==> src/rtl/mems_hub_macros.svh <==
`ifndef MEMS_HUB_MACROS_SVH
`define MEMS_HUB_MACROS_SVH

// sensor channels, each with its own spi bus
`define MEMS_NUM_CH 4

// system clocks per sck period, must be a power of two
`define MEMS_SCK_DIV 4

// bits per spi frame
`define MEMS_FRAME_W 24

// register value width
`define MEMS_DATA_W 16

`endif
==> src/rtl/mems_hub_pkg.sv <==
`default_nettype none

`include "mems_hub_macros.svh"

package mems_hub_pkg;

  // register access type
  typedef enum logic {
    op_read  = 1'b0,
    op_write = 1'b1
  } hub_op_e;

  // spi master sequence
  typedef enum logic [2:0] {
    spi_idle     = 3'd0,
    spi_lead     = 3'd1, // cs low, before first sck edge
    spi_transfer = 3'd2,
    spi_cs_setup = 3'd3, // after last edge, before cs rises
    spi_cs_hold  = 3'd4  // cs high gap before done
  } spi_state_e;

  typedef struct packed {
    hub_op_e                         op;
    logic [6:0]                      addr;
    logic [`MEMS_DATA_W-1:0]         wdata;
    logic [`MEMS_NUM_CH-1:0]         mask; // one bit per channel
  } hub_cmd_t;

  // word on the wire, msb first
  typedef struct packed {
    logic                                    rd;
    logic [`MEMS_FRAME_W-`MEMS_DATA_W-2:0]   addr;
    logic [`MEMS_DATA_W-1:0]                 data;
  } spi_frame_t;

  // channel 0 sits in the lowest rdata slot
  typedef struct packed {
    hub_op_e                                 op;
    logic [`MEMS_NUM_CH-1:0]                 mask;
    logic [`MEMS_NUM_CH-1:0][`MEMS_DATA_W-1:0] rdata;
  } hub_result_t;

endpackage

`default_nettype wire

==> src/rtl/mems_sensor_hub.sv <==
`timescale 1ns/100ps
`default_nettype none

`include "mems_hub_macros.svh"

module mems_sensor_hub (
  input  logic                      clk,
  input  logic                      rst,
  input  logic                      cmd_valid,
  input  mems_hub_pkg::hub_cmd_t    cmd,
  input  logic [`MEMS_NUM_CH-1:0]   miso,
  output logic [`MEMS_NUM_CH-1:0]   mosi,
  output logic [`MEMS_NUM_CH-1:0]   sck,
  output logic [`MEMS_NUM_CH-1:0]   cs_n,
  output logic                      busy,
  output logic                      result_valid,
  output mems_hub_pkg::hub_result_t result
);

  logic [`MEMS_NUM_CH-1:0]                     start;
  mems_hub_pkg::spi_frame_t                    frame;     // shared by all channels
  logic                                        arm;
  logic [`MEMS_NUM_CH-1:0]                     arm_mask;
  mems_hub_pkg::hub_op_e                       arm_op;
  logic [`MEMS_NUM_CH-1:0]                     new_data;
  mems_hub_pkg::spi_frame_t [`MEMS_NUM_CH-1:0] data_out;

  poll_sequencer u_poll_sequencer (
    .clk          (clk),
    .rst          (rst),
    .cmd_valid    (cmd_valid),
    .cmd          (cmd),
    .collect_busy (busy),
    .start        (start),
    .frame        (frame),
    .arm          (arm),
    .arm_mask     (arm_mask),
    .arm_op       (arm_op)
  );

  for (genvar ch = 0; ch < `MEMS_NUM_CH; ch++) begin : g_ch
    mems_spi_master #(
      .CLK_DIV (`MEMS_SCK_DIV)
    ) u_mems_spi_master (
      .clk      (clk),
      .rst      (rst),
      .start    (start[ch]),
      .data_in  (frame),
      .miso     (miso[ch]),
      .mosi     (mosi[ch]),
      .sck      (sck[ch]),
      .cs_n     (cs_n[ch]),
      .busy     (),          // collector busy already covers every channel
      .new_data (new_data[ch]),
      .data_out (data_out[ch])
    );
  end

  sample_collector u_sample_collector (
    .clk          (clk),
    .rst          (rst),
    .arm          (arm),
    .arm_mask     (arm_mask),
    .arm_op       (arm_op),
    .new_data     (new_data),
    .data_out     (data_out),
    .busy         (busy),
    .result_valid (result_valid),
    .result       (result)
  );

endmodule

`default_nettype wire

==> src/rtl/sample_collector.sv <==
`timescale 1ns/100ps
`default_nettype none

`include "mems_hub_macros.svh"

module sample_collector (
  input  logic                                        clk,
  input  logic                                        rst,
  input  logic                                        arm,
  input  logic [`MEMS_NUM_CH-1:0]                     arm_mask,
  input  mems_hub_pkg::hub_op_e                       arm_op,
  input  logic [`MEMS_NUM_CH-1:0]                     new_data,
  input  mems_hub_pkg::spi_frame_t [`MEMS_NUM_CH-1:0] data_out,
  output logic                                        busy,
  output logic                                        result_valid,
  output mems_hub_pkg::hub_result_t                   result
);

  logic                                      active_q;
  logic [`MEMS_NUM_CH-1:0]                   pending_q;    // channels still shifting
  logic [`MEMS_NUM_CH-1:0]                   pending_next;
  mems_hub_pkg::hub_op_e                     op_q;
  logic [`MEMS_NUM_CH-1:0]                   mask_q;
  logic [`MEMS_NUM_CH-1:0][`MEMS_DATA_W-1:0] rdata_q;

  assign pending_next = pending_q & ~new_data;

  // arm covers the cycle before active_q rises
  assign busy = active_q | arm;

  always_ff @(posedge clk) begin
    if (rst) begin
      active_q     <= 1'b0;
      pending_q    <= '0;
      result_valid <= 1'b0;
    end else begin
      result_valid <= 1'b0;
      if (arm) begin
        active_q  <= 1'b1;
        pending_q <= arm_mask;
      end else if (result_valid) begin
        active_q <= 1'b0; // busy ends with the result cycle
      end else if (active_q) begin
        pending_q <= pending_next;
        if (pending_next == '0) begin
          result_valid <= 1'b1;
        end
      end
    end
  end

  always_ff @(posedge clk) begin
    if (arm) begin
      op_q    <= arm_op;
      mask_q  <= arm_mask;
      rdata_q <= '0; // unmasked channels report zero
    end else begin
      for (int ch = 0; ch < `MEMS_NUM_CH; ch++) begin
        if (new_data[ch]) begin
          rdata_q[ch] <= data_out[ch].data;
        end
      end
    end
  end

  assign result = '{op: op_q, mask: mask_q, rdata: rdata_q};

  // a master finishing outside the current mask means a stray start
  a_done_only_when_pending: assert property (
    @(posedge clk) disable iff (rst)
    (new_data & ~pending_q) == '0
  ) else $error("new_data on channel not pending");

endmodule

`default_nettype wire

==> src/rtl/poll_sequencer.sv <==
`timescale 1ns/100ps
`default_nettype none

`include "mems_hub_macros.svh"

module poll_sequencer (
  input  logic                          clk,
  input  logic                          rst,
  input  logic                          cmd_valid,
  input  mems_hub_pkg::hub_cmd_t        cmd,
  input  logic                          collect_busy,
  output logic [`MEMS_NUM_CH-1:0]       start,
  output mems_hub_pkg::spi_frame_t      frame,
  output logic                          arm,
  output logic [`MEMS_NUM_CH-1:0]       arm_mask,
  output mems_hub_pkg::hub_op_e         arm_op
);

  logic accept;
  logic is_read;

  // no queueing, anything arriving while busy is lost
  assign accept  = cmd_valid && !collect_busy && (cmd.mask != '0);
  assign is_read = (cmd.op == mems_hub_pkg::op_read);

  always_ff @(posedge clk) begin
    if (rst) begin
      start <= '0;
      arm   <= 1'b0;
    end else begin
      start <= accept ? cmd.mask : '0; // one cycle strobe per channel
      arm   <= accept;
    end
  end

  // frame and collector info, stable until the next accept
  always_ff @(posedge clk) begin
    if (accept) begin
      frame.rd   <= is_read;
      frame.addr <= cmd.addr;
      frame.data <= is_read ? '0 : cmd.wdata; // slave drives data on reads
      arm_mask   <= cmd.mask;
      arm_op     <= cmd.op;
    end
  end

  // collector busy already blocks the cycle right after arm
  a_no_start_after_arm: assert property (
    @(posedge clk) disable iff (rst)
    arm |=> (start == '0)
  ) else $error("start right after arm");

endmodule

`default_nettype wire

==> src/rtl/mems_spi_master.sv <==
`timescale 1ns/100ps
`default_nettype none

`include "mems_hub_macros.svh"

module mems_spi_master #(
  parameter int CLK_DIV = `MEMS_SCK_DIV
) (
  input  logic                     clk,
  input  logic                     rst,
  input  logic                     start,
  input  mems_hub_pkg::spi_frame_t data_in,
  input  logic                     miso,
  output logic                     mosi,
  output logic                     sck,
  output logic                     cs_n,
  output logic                     busy,
  output logic                     new_data,
  output mems_hub_pkg::spi_frame_t data_out
);

  localparam int CTR_W = $clog2(CLK_DIV);
  localparam int BIT_W = $clog2(`MEMS_FRAME_W);
  localparam logic [CTR_W-1:0] CTR_LAST = CTR_W'(CLK_DIV - 1);
  localparam logic [CTR_W-1:0] CTR_HALF = CTR_W'(CLK_DIV / 2 - 1);
  localparam logic [BIT_W-1:0] BIT_LAST = BIT_W'(`MEMS_FRAME_W - 1);

  mems_hub_pkg::spi_state_e state_q;
  mems_hub_pkg::spi_state_e state_d;
  logic [CTR_W-1:0]         cnt_q;   // position inside one sck period
  logic [CTR_W-1:0]         cnt_d;
  logic [BIT_W-1:0]         bit_q;   // bits already shifted
  logic [BIT_W-1:0]         bit_d;
  mems_hub_pkg::spi_frame_t shift_q; // tx bits out the top, rx bits in the bottom
  mems_hub_pkg::spi_frame_t shift_d;
  logic                     mosi_d;
  logic                     sck_d;
  logic                     cs_n_d;
  logic                     new_data_d;
  mems_hub_pkg::spi_frame_t data_out_d;

  assign busy = (state_q != mems_hub_pkg::spi_idle);

  always_comb begin
    state_d    = state_q;
    cnt_d      = cnt_q;
    bit_d      = bit_q;
    shift_d    = shift_q;
    mosi_d     = mosi;
    cs_n_d     = cs_n;
    new_data_d = 1'b0;
    data_out_d = data_out;

    case (state_q)
      mems_hub_pkg::spi_idle: begin
        cnt_d = '0;
        bit_d = '0;
        if (start) begin
          shift_d = data_in; // frame captured here, source may change later
          cs_n_d  = 1'b0;
          state_d = mems_hub_pkg::spi_lead;
        end
      end

      mems_hub_pkg::spi_lead: begin
        cnt_d = cnt_q + 1'b1;
        if (cnt_q == CTR_HALF) begin
          cnt_d   = '0;
          mosi_d  = shift_q[`MEMS_FRAME_W-1]; // first bit with the first rising edge
          state_d = mems_hub_pkg::spi_transfer;
        end
      end

      mems_hub_pkg::spi_transfer: begin
        cnt_d = cnt_q + 1'b1; // wraps at CLK_DIV
        if (cnt_q == CTR_HALF) begin
          // sample miso right before sck falls
          shift_d = mems_hub_pkg::spi_frame_t'({shift_q[`MEMS_FRAME_W-2:0], miso});
        end
        if (cnt_q == CTR_LAST) begin
          bit_d = bit_q + 1'b1;
          if (bit_q == BIT_LAST) begin
            data_out_d = shift_q;
            cnt_d      = '0;
            state_d    = mems_hub_pkg::spi_cs_setup;
          end else begin
            mosi_d = shift_q[`MEMS_FRAME_W-1]; // next bit on the coming rise
          end
        end
      end

      mems_hub_pkg::spi_cs_setup: begin
        cnt_d = cnt_q + 1'b1;
        if (cnt_q == CTR_HALF) begin
          cs_n_d  = 1'b1;
          cnt_d   = '0;
          state_d = mems_hub_pkg::spi_cs_hold;
        end
      end

      mems_hub_pkg::spi_cs_hold: begin
        cnt_d = cnt_q + 1'b1;
        if (cnt_q == CTR_LAST) begin
          cnt_d      = '0;
          new_data_d = 1'b1;
          state_d    = mems_hub_pkg::spi_idle;
        end
      end

      default: begin
        state_d = mems_hub_pkg::spi_idle;
      end
    endcase

    // high for the first half of each period, registered so the pin is clean
    sck_d = (state_d == mems_hub_pkg::spi_transfer) && !cnt_d[CTR_W-1];
  end

  always_ff @(posedge clk) begin
    if (rst) begin
      state_q  <= mems_hub_pkg::spi_idle;
      cnt_q    <= '0;
      bit_q    <= '0;
      mosi     <= 1'b0;
      sck      <= 1'b0;
      cs_n     <= 1'b1;
      new_data <= 1'b0;
    end else begin
      state_q  <= state_d;
      cnt_q    <= cnt_d;
      bit_q    <= bit_d;
      mosi     <= mosi_d;
      sck      <= sck_d;
      cs_n     <= cs_n_d;
      new_data <= new_data_d;
    end
  end

  always_ff @(posedge clk) begin
    shift_q  <= shift_d;
    data_out <= data_out_d;
  end

  // sensor must stay selected while any sck edge is produced
  a_cs_low_in_transfer: assert property (
    @(posedge clk) disable iff (rst)
    (state_q == mems_hub_pkg::spi_transfer) |-> !cs_n
  ) else $error("cs_n high during transfer");

  // the sequencer only starts idle channels
  a_no_start_when_busy: assert property (
    @(posedge clk) disable iff (rst)
    busy |-> !start
  ) else $error("start while busy");

endmodule

`default_nettype wire

==> config.mk <==
export PLATFORM = sky130hd
export DESIGN_NAME = mems_sensor_hub
export DESIGN_NICKNAME = d
export VERILOG_FILES = /design/src/rtl/mems_hub_pkg.sv /design/src/rtl/mems_sensor_hub.sv /design/src/rtl/sample_collector.sv /design/src/rtl/poll_sequencer.sv /design/src/rtl/mems_spi_master.sv
export VERILOG_INCLUDE_DIRS = /design/src /design/src/rtl
export SDC_FILE = /design/constraint.sdc
export NUM_CORES = 1
export LEC_CHECK = 0
export ABC_CLOCK_PERIOD_IN_PS = 8600
export CORE_MARGIN = 3
export CORE_UTILIZATION = 45
export DETAILED_ROUTE_END_ITERATION = 10
export DONT_BUFFER_PORTS = 1
export SLEW_MARGIN = 20
export SYNTH_ARGS = -nofsm -noshare
export SYNTH_HDL_FRONTEND = slang
export SYNTH_SLANG_ARGS = --single-unit
export TNS_END_PERCENT = 1
==> constraint.sdc <==
create_clock -name clk -period 8.6 [get_ports clk]
set_input_delay 1.72 -clock clk [delete_from_list [all_inputs] [get_ports clk]]
set_output_delay 1.72 -clock clk [all_outputs]
set_load 0.01 [all_outputs]
==> flow_summary.toml, run 1 <==
[logic_synthesis]
yosysSeqAreaShare = 0.653
syn_avg_cell_area_um2 = 13.7
synth_ff_type = "edfxtp_1"
synth_edf_count = 194
synth_cell_type_count = 65
synth_top_cell_area_share = 0.450
syn_inst = 941
async_reset_ff_frac = 0
ys_ff_latch = 325
syn-num-nets = 992
synthesis.area_um2 = 12900
yosysWarnings = 0
yosys.area.top_type = "edfxtp_1"
synthTopCellsByArea = "edfxtp_1, dfxtp_1, mux2_2"

[floorplan]
num_rows = 61
io_pins = 118
initial_core_util = 0.461
fp.dieW_um = 176
die_area_um2 = 30800
core_um2 = 28100
die_h_um = 176

[hold_path]
holdPathEnd = "u_sample_collector.op_q"
holdCritStartpoint = "u_poll_sequencer.arm_op"
whs_path_depth = 0
hold_class = "register to register"

[detailed_routing]
drt-pass1-iter-count = 4
dr_total_vias = 7112
viasPerCell = 5.32
drt-initial-drc-count = 363
wl_mm = 26.0
postRouteAntennaNets = 0
wl_per_cell_um = 19.4
drc = 0

[critical_path]
max_stage_delay_ps = 330
critical_path.startpoint = "u_sample_collector.active_q"
rr_endpoint = "u_poll_sequencer.frame[21]"
reg2reg_depth = 3
r2r_start = "u_poll_sequencer.arm"
slowest_stage = "dfxtp_1"
path_cells = "or2_2"
cp.arrival_ps = 1160
critPathBufInv = 0
cp.depth = 1
path_class = "register to output pin"
crit_family = "flip-flops"
critPathLaunchType = "register"
cp_max_fo = 3
critPathRequiredTime_ps = 6880
r2r_slack_ps = 6230
endpoint_kind = "output pin"

[sta]
rsz0062_at_grt = "no"
hold_slack_ps = 420
finalHoldViolCount = 0
setup_viol = 0
max_slew.worst_pin.slew_ps = 883
skew_ps = 22.7
final-max-slew-violation-count = 0
fin_tns_setup_ps = 0
max_freq_mhz = 347
post-route-period-util = 0.335
post-route-min-period_ps = 2880
relSlewSlack = 0.411

[grt]
grtUsageTotal = 0.169
grt_pass1_wl_mm = 41.1
antenna_found_initial = 3
overflow = 0
grt_pass1_vias = 7096
grt_max_degree = 81

[layout]
layout_commonest_cell = "edfxtp_1"
fillers = 2463
layout_common_cells = "edfxtp_1, dfxtp_1, mux2_2"
drive_gt1_frac = 0.204
finalNetCount = 980
final_area_um2 = 14400
synthToLayoutAreaGrowth_pct = 11.0

[clocking]
cts_buffer_depth = 3
htreeDepth = 2
holdBufCountCts = 0
clock-root-buffer = "clkbuf_16"
clk_pin_slew_worst_paths_ps = 60
cts_setup_buffers = 0
clkLatencyLatePin_ps = 520
post_cts_resized = 0
cts_buffers = 36
clock_sinks = 325
cts_tree = "built"

[power]
p_per_area_nw_per_um2 = 226
irDropWorstVdd_uv = 117
p_leak_uw = 0.00485
power_uw = 3250

[placed_design]
gp_congestion = 0.768
dpl.hpwl_mm = 17.1
port_buffers = 0
placed_cell_area_um2 = 13200

[flow_run]
cap_viol_max_count = 0

[run_status]
status = "finished, final reports clean"
==> layer usage <==
metal | track usage | wire [µm] | vias to the layer above
met2 | 0.272 | 12200 | 146
met1 | 0.227 | 11800 | 3480
met3 | 0.0454 | 1540 | 39
met4 | 0.0475 | 493 | 2
li1 | - | - | 3445
met5 | 0 | 13 | -
==> report_power, final <==
part | switching [µW] | internal (µW) | total (µW)
registers | 31.4 | 1690 | 1720
logic | 49.9 | 42.7 | 92.6
clock network | 593 | 845 | 1440
total | 675 | 2580 | 3250
==> cell type report <==
cell class,count,area [µm²],area share
Antenna cell,2,5.00,0.000348
Inverter,21,78.8,0.00549
Clock buffer,44,983,0.0684
Clock inverter,22,139,0.00967
Sequential cell,325,8450,0.588
Tap cell,378,473,0.0329
Timing Repair Buffer,15,113,0.00784
Multi-Input combinational cell,530,4130,0.287
==> metrics by stage <==
step | util | worst slack [ps] | std cells
6_report | 0.512 | 5720 | 1337
5_1_grt | 0.511 | 5680 | 1336
4_1_cts | 0.511 | 5700 | 1335
3_5_place_dp | 0.471 | 5260 | 1269
3_3_place_gp | 0.471 | 5270 | 1269
2_1_floorplan | - | 4740 | 941
==> registers in the layout, summed over array words and instances (netlist names), 4 cells and up <==
name and count:
g_ch.u_mems_spi_master.sck 4, g_ch.u_mems_spi_master.bit_q 20, u_sample_collector.result 64, u_poll_sequencer.start 4, g_ch.u_mems_spi_master.mosi 4, u_sample_collector.mask_q 4, g_ch.u_mems_spi_master.cs_n 4, u_sample_collector.pending_q 4
g_ch.u_mems_spi_master.new_data 4, g_ch.u_mems_spi_master.state_q 12, g_ch.u_mems_spi_master.cnt_q 8, g_ch.u_mems_spi_master.data_out 64, u_poll_sequencer.frame 24, u_poll_sequencer.arm_mask 4, g_ch.u_mems_spi_master.shift_q 96
==> synthesized netlist by cell type, types with 4 or more instances <==
cell type / instances
a211o_1: 5
a211oi_1: 10
a21oi_1: 24
and2_1: 22
and3_1: 4
and4_1: 5
buf_1: 6
buf_2: 19
buf_4: 13
clkbuf_1: 25
dfxtp_1: 131
edfxtp_1: 194
ha_1: 16
inv_1: 21
mux2_2: 101
mux2i_1: 72
nand2_1: 25
nand2b_1: 4
nand3_1: 14
nand3b_1: 5
nand4b_1: 4
nor2_1: 93
nor2b_1: 7
nor3_1: 9
nor3b_1: 8
nor4bb_1: 4
o21ai_0: 16
o31ai_1: 6
or2_2: 4
or3b_2: 5
or4_1: 5
==> cells by family after synthesis <==
kind of cell | after synthesis | share of synthesized area
xor gates and xnor gates | 5 | 0.00339
AOI/OAI and AO/OA | 91 | 0.0478
muxes | 173 | 0.144
buffers and inverters | 86 | 0.0317
and+or+nand+nor | 245 | 0.105
adders and majority gates | 16 | 0.0155
DFF | 325 | 0.653
==> worst max path at each step <==
stage,to,slack (ps)
after floorplan,u_poll_sequencer.arm_mask[0],4740
after global placement,u_poll_sequencer.frame[16],5270
after detailed placement,u_poll_sequencer.frame[16],5260
after CTS,busy,5700
after global routing,busy,5680
final,busy,5720
Power figures use the tool's default switching activity.
==> run 2, diff against run 1 <==
--- a/config.mk
+++ b/config.mk
@@ -6,7 +6,7 @@
 export SDC_FILE = /design/constraint.sdc
 export NUM_CORES = 1
 export LEC_CHECK = 0
-export ABC_CLOCK_PERIOD_IN_PS = 8600
+export ABC_CLOCK_PERIOD_IN_PS = 2490
 export CORE_MARGIN = 3
 export CORE_UTILIZATION = 45
 export DETAILED_ROUTE_END_ITERATION = 10
==> constraint.sdc (replaced) <==
create_clock -name clk -period 2.49 [get_ports clk]
set_input_delay 0.498 -clock clk [delete_from_list [all_inputs] [get_ports clk]]
set_output_delay 0.498 -clock clk [all_outputs]
set_load 0.01 [all_outputs]
==> run 2 against run 1 <==
Net effect: cell area grew 0.36%; count of clock-buffer cells in the layout grew 4; final cell count grew 0.15%; sequential share of layout area shrank 0.22 points; clock power grew to 3.5 times the previous value; non-clock buffer count grew 7; critical endpoint is now g_ch[0].u_mems_spi_master.data_out[15]; utilization grew 0.18 points; die area is the same; critical path type is now register to register; highest routed layer unchanged.
==> flow_summary.toml, run 2 (synthesis gave the netlist of run 1 again) <==
[power]
power_uw = 11300
p_per_area_nw_per_um2 = 782
irDropWorstVdd_uv = 364
p_leak_uw = 0.00489

[sta]
skew_ps = 14.3
post-route-min-period_ps = 1990
final-max-slew-violation-count = 0
relSlewSlack = 0.405
rsz0062_at_grt = "no"
max_freq_mhz = 502
finalHoldViolCount = 0
fin_tns_setup_ps = 0
post-route-period-util = 0.800
max_slew.worst_pin.slew_ps = 892
setup_viol = 0

[clocking]
clock_sinks = 325
cts_setup_buffers = 0
holdBufCountCts = 0
post_cts_resized = 0
cts_buffer_depth = 3
clkLatencyLatePin_ps = 500
cts_buffers = 35
cts_tree = "built"
htreeDepth = 2
clk_pin_slew_worst_paths_ps = 60
clock-root-buffer = "clkbuf_16"

[detailed_routing]
dr_total_vias = 7117
drt-initial-drc-count = 454
drc = 0
wl_per_cell_um = 19.4
drt-pass1-iter-count = 5
wl_mm = 26.0
postRouteAntennaNets = 0
viasPerCell = 5.32

[floorplan]
num_rows = 61
fp.dieW_um = 176
die_area_um2 = 30800
initial_core_util = 0.461
die_h_um = 176
core_um2 = 28100
io_pins = 118

[critical_path]
cp.arrival_ps = 2180
cp_max_fo = 16
reg2reg_depth = 4
r2r_slack_ps = 500
endpoint_kind = "register"
path_class = "register to register"
rr_endpoint = "g_ch[0].u_mems_spi_master.data_out[15]"
r2r_start = "g_ch[0].u_mems_spi_master.cnt_q[0]"
critPathRequiredTime_ps = 2670
critPathLaunchType = "register"

[layout]
finalNetCount = 986
layout_common_cells = "edfxtp_1, dfxtp_1, mux2_2"
fillers = 2425
drive_gt1_frac = 0.208
synthToLayoutAreaGrowth_pct = 11.4
layout_commonest_cell = "edfxtp_1"
top_register = "g_ch.u_mems_spi_master.shift_q"
largest_reg_flops = 96

[placed_design]
port_buffers = 0
dpl.hpwl_mm = 17.1
gp_congestion = 0.791

[grt]
overflow = 0
grt_pass1_vias = 6993
grt_pass1_wl_mm = 40.8
grt_max_degree = 80
antenna_found_initial = 1
grtUsageTotal = 0.168

[hold_path]
hold_class = "input pin to register"
holdCritStartpoint = "rst"
whs_path_depth = 1
holdPathEnd = "g_ch[1].u_mems_spi_master.bit_q[1]"

[flow_run]
cap_viol_max_count = 0

[run_status]
status = "finished, final reports clean"
[run 2: changes by cell type in the layout (fill, tap and decap cells not counted), moves of 2 or more]
cell,previous run,this run
clkinv_1,11,5
clkbuf_8,1,3
buf_4,15,21
clkbuf_1,5,8
[run 2: worst max-delay path: stages (launching register included)]
cell     delay, ps
dfxtp_1        390
ha_1           300
or4bb_1        600
nor2_1         120
buf_4          250
[run 2: how the worst max path moves through the flow]
| stage | start | end | slack [ps] | cells after the start |
|---|---|---|---|---|
| 6_report | g_ch[0].u_mems_spi_master.cnt_q[0] | g_ch[0].u_mems_spi_master.data_out[15] | 500 | 4 |
| 5_1_grt | g_ch[0].u_mems_spi_master.cnt_q[0] | g_ch[0].u_mems_spi_master.data_out[9] | 390 | 4 |
| 4_1_cts | g_ch[0].u_mems_spi_master.cnt_q[0] | g_ch[0].u_mems_spi_master.data_out[15] | 510 | 4 |
| 3_5_place_dp | g_ch[0].u_mems_spi_master.cnt_q[0] | g_ch[0].u_mems_spi_master.data_out[11] | 540 | 4 |
| 3_3_place_gp | g_ch[0].u_mems_spi_master.cnt_q[0] | g_ch[0].u_mems_spi_master.data_out[11] | 530 | 4 |
| 2_1_floorplan | cmd_valid | u_poll_sequencer.arm_mask[0] | -150 | 2 |
[run 2: per-stage QoR]
step / hold slack (ps) / instances / utilization / worst slack, ps / instance area, µm²
floorplan: 400 / 941 / - / -147 / 12900
global placement: 428 / 1276 / 0.474 / 534 / 13300
detailed placement: 432 / 1276 / 0.474 / 536 / 13300
CTS: 30.4 / 1338 / 0.513 / 507 / 14400
global route: 34.5 / 1338 / 0.513 / 392 / 14400
finish: 53.6 / 1339 / 0.513 / 498 / 14400
[run 2: power by group]
| part | switching (µW) | total (µW) | internal, µW |
|---|---|---|---|
| registers | 113 | 5950 | 5830 |
| clock network | 2000 | 5000 | 3000 |
| logic | 174 | 325 | 151 |
| total | 2290 | 11300 | 8990 |
[run 2: final cells by class]
| cell class | count | area, µm² | area share |
|---|---|---|---|
| antenna | 1 | 2.50 | 0.000174 |
| inverter | 21 | 78.8 | 0.00547 |
| sequential | 325 | 8450 | 0.586 |
| tap | 378 | 473 | 0.0328 |
| clock buffer | 48 | 997 | 0.0692 |
| clock inverter | 14 | 114 | 0.00790 |
| multi-input combinational | 530 | 4130 | 0.286 |
| timing repair buffer | 22 | 178 | 0.0123 |
[run 2: metal layers]
metal  vias up  GRT usage  wire length, µm
met2       160      0.257            11400
met1      3451      0.236            12400
met3        47     0.0478             1660
met4         2     0.0459              550
met5         -          0               13
li1       3457          -                -
==> run 3, diff against run 2 <==
--- a/config.mk
+++ b/config.mk
@@ -6,7 +6,8 @@
 export SDC_FILE = /design/constraint.sdc
 export NUM_CORES = 1
 export LEC_CHECK = 0
-export ABC_CLOCK_PERIOD_IN_PS = 2490
+export ABC_AREA = 1
+export ABC_CLOCK_PERIOD_IN_PS = 2000
 export CORE_MARGIN = 3
 export CORE_UTILIZATION = 45
 export DETAILED_ROUTE_END_ITERATION = 10
==> constraint.sdc (replaced) <==
create_clock -name clk -period 2 [get_ports clk]
set_input_delay 0.4 -clock clk [delete_from_list [all_inputs] [get_ports clk]]
set_output_delay 0.4 -clock clk [all_outputs]
set_load 0.01 [all_outputs]
==> run 3 against run 2 <==
Net effect: hold slack lost 13 ps; final cell count grew 31%; combinational power grew 69%; via count grew 22%; total power grew 28%; first-iteration DRC count grew 38%; global-route usage grew 2.2 points.
==> flow_summary.toml, run 3 <==
[run_status]
status = "finished, final reports clean"

[power]
irDropWorstVdd_uv = 632
p_leak_uw = 0.00609
p_per_area_nw_per_um2 = 989

[sta]
setup_viol = 0
finalHoldViolCount = 0
max_slew.worst_pin.slew_ps = 505
relSlewSlack = 0.663
skew_ps = 14.6
hold_slack_ps = 41.0
final-max-slew-violation-count = 0
post-route-min-period_ps = 1600
setup_slack_ps = 400
post-route-period-util = 0.800
rsz0062_at_grt = "no"
max_freq_mhz = 625

[floorplan]
io_pins = 118
fp.dieW_um = 175
core_um2 = 27900
num_rows = 61
die_area_um2 = 30600
die_h_um = 175
initial_core_util = 0.459

[clocking]
clkLatencyLatePin_ps = 510
cts_tree = "built"
post_cts_resized = 0
clock_sinks = 325
cts_buffers = 35
htreeDepth = 2
clk_pin_slew_worst_paths_ps = 60
clock-root-buffer = "clkbuf_16"
cts_buffer_depth = 3
cts_setup_buffers = 0
holdBufCountCts = 13

[logic_synthesis]
ys_ff_latch = 325
synthTopCellsByCount = "nand2_1, nor2_1, edfxtp_1, dfxtp_1, inv_1"
synth_top_cell_area_share = 0.454
yosysSeqAreaShare = 0.658
syn_avg_cell_area_um2 = 9.62
async_reset_ff_frac = 0
synthesis.area_um2 = 12800
synth_edf_count = 194
syn-num-nets = 1385
synth_ff_type = "edfxtp_1"
yosys.area.top_type = "edfxtp_1"
yosysWarnings = 0
synth_cell_type_count = 34
syn_inst = 1334
synthTopCellsByArea = "edfxtp_1, dfxtp_1, nand2_1"
yosysMostFrequentCell = "nand2_1"

[detailed_routing]
drt-initial-drc-count = 627
dr_total_vias = 8710
viasPerCell = 4.95
wl_mm = 29.0
drt-pass1-iter-count = 5
postRouteAntennaNets = 0
drc = 0
wl_per_cell_um = 16.5

[grt]
grt_pass1_vias = 8500
antenna_found_initial = 0
grt_max_degree = 48
grtUsageTotal = 0.190
grt_pass1_wl_mm = 46.1
overflow = 0

[hold_path]
holdCritStartpoint = "cmd[3]"
hold_class = "input pin to register"

[layout]
synthToLayoutAreaGrowth_pct = 13.3
multi_input_area_um2 = 3700
top_register = "g_ch.u_mems_spi_master.shift_q"
finalNetCount = 1405
seqCellArea_um2 = 8450
diodes = 0
layout_common_cells = "nand2_1, nor2_1, edfxtp_1"
layout_commonest_cell = "nand2_1"
fin_cells = 1758
drive_gt1_frac = 0.0783
fillers = 2581
final_area_um2 = 14500
largest_reg_flops = 96

[critical_path]
rr_endpoint = "g_ch[1].u_mems_spi_master.data_out[12]"
cp.arrival_ps = 1780
cp-endpoint = "g_ch[1].u_mems_spi_master.data_out[12]"
path_class = "register to register"
critical_path.startpoint = "g_ch[1].u_mems_spi_master.bit_q[0]"
critPathLaunchType = "register"
cp_max_fo = 17
endpoint_kind = "register"
r2r_start = "g_ch[1].u_mems_spi_master.bit_q[0]"
reg2reg_depth = 6
critPathRequiredTime_ps = 2180
r2r_slack_ps = 400

[flow_run]
cap_viol_max_count = 0

[placed_design]
placed_cell_area_um2 = 13300
dp.cells = 1682
place_ws_ps = 427
gp_congestion = 0.871
dpl.hpwl_mm = 19.3
port_buffers = 0
[run 3: per-stage QoR]
step / power, µW / setup TNS [ps] / utilization
after CTS: 14500 / 0 / 0.521
final: 14400 / 0 / 0.521
after global placement: 8080 / 0 / 0.475
after detailed placement: 8100 / 0 / 0.475
after global routing: 14900 / 0 / 0.521
after floorplan: 7910 / -12970 / -
[run 3: worst min path at each step]
stage	cells after the start	end
after global routing	1	u_poll_sequencer.frame[23]
after detailed placement	0	u_sample_collector.op_q
after CTS	1	u_poll_sequencer.frame[23]
after global placement	0	u_sample_collector.op_q
after floorplan	0	u_sample_collector.op_q
final	2	u_poll_sequencer.start[3]
[run 3: logic make-up after synthesis]
logic type,Yosys count,synth area share
AND/OR/NAND/NOR,712,0.223
flip-flops,325,0.658
buffers and inverters,159,0.0548
AO/OA/AOI/OAI,122,0.0488
adder cells (fa/ha/maj),16,0.0156
[run 3: routing by layer]
layer | wire length, µm | vias up | GRT usage
met1 | 12900 | 4040 | 0.255
met2 | 13300 | 254 | 0.313
met4 | 928 | 0 | 0.0622
met5 | 0 | - | 0
met3 | 1810 | 64 | 0.0352
li1 | - | 4352 | -
[run 3: cell type report]
cell class,count,area share
multi-input combinational,850,0.255
clock inverter,8,0.00645
timing repair buffer,39,0.0265
sequential,325,0.581
inverter,103,0.0266
tap,378,0.0325
clock buffer,55,0.0724
[run 3: worst max-delay path: stages (launching register included)]
cell and delay, ps:
dfxtp_1 350, ha_1 170, nand2_1 80, nor2_1 190, nand3_2 130, nor2_2 90
buf_4 260
[run 3: power breakdown]
| group | switching (µW) | total [µW] | internal (µW) |
|---|---|---|---|
| registers | 162 | 7440 | 7280 |
| logic | 359 | 549 | 190 |
| clock network | 2520 | 6390 | 3880 |
| total | 3040 | 14400 | 11300 |
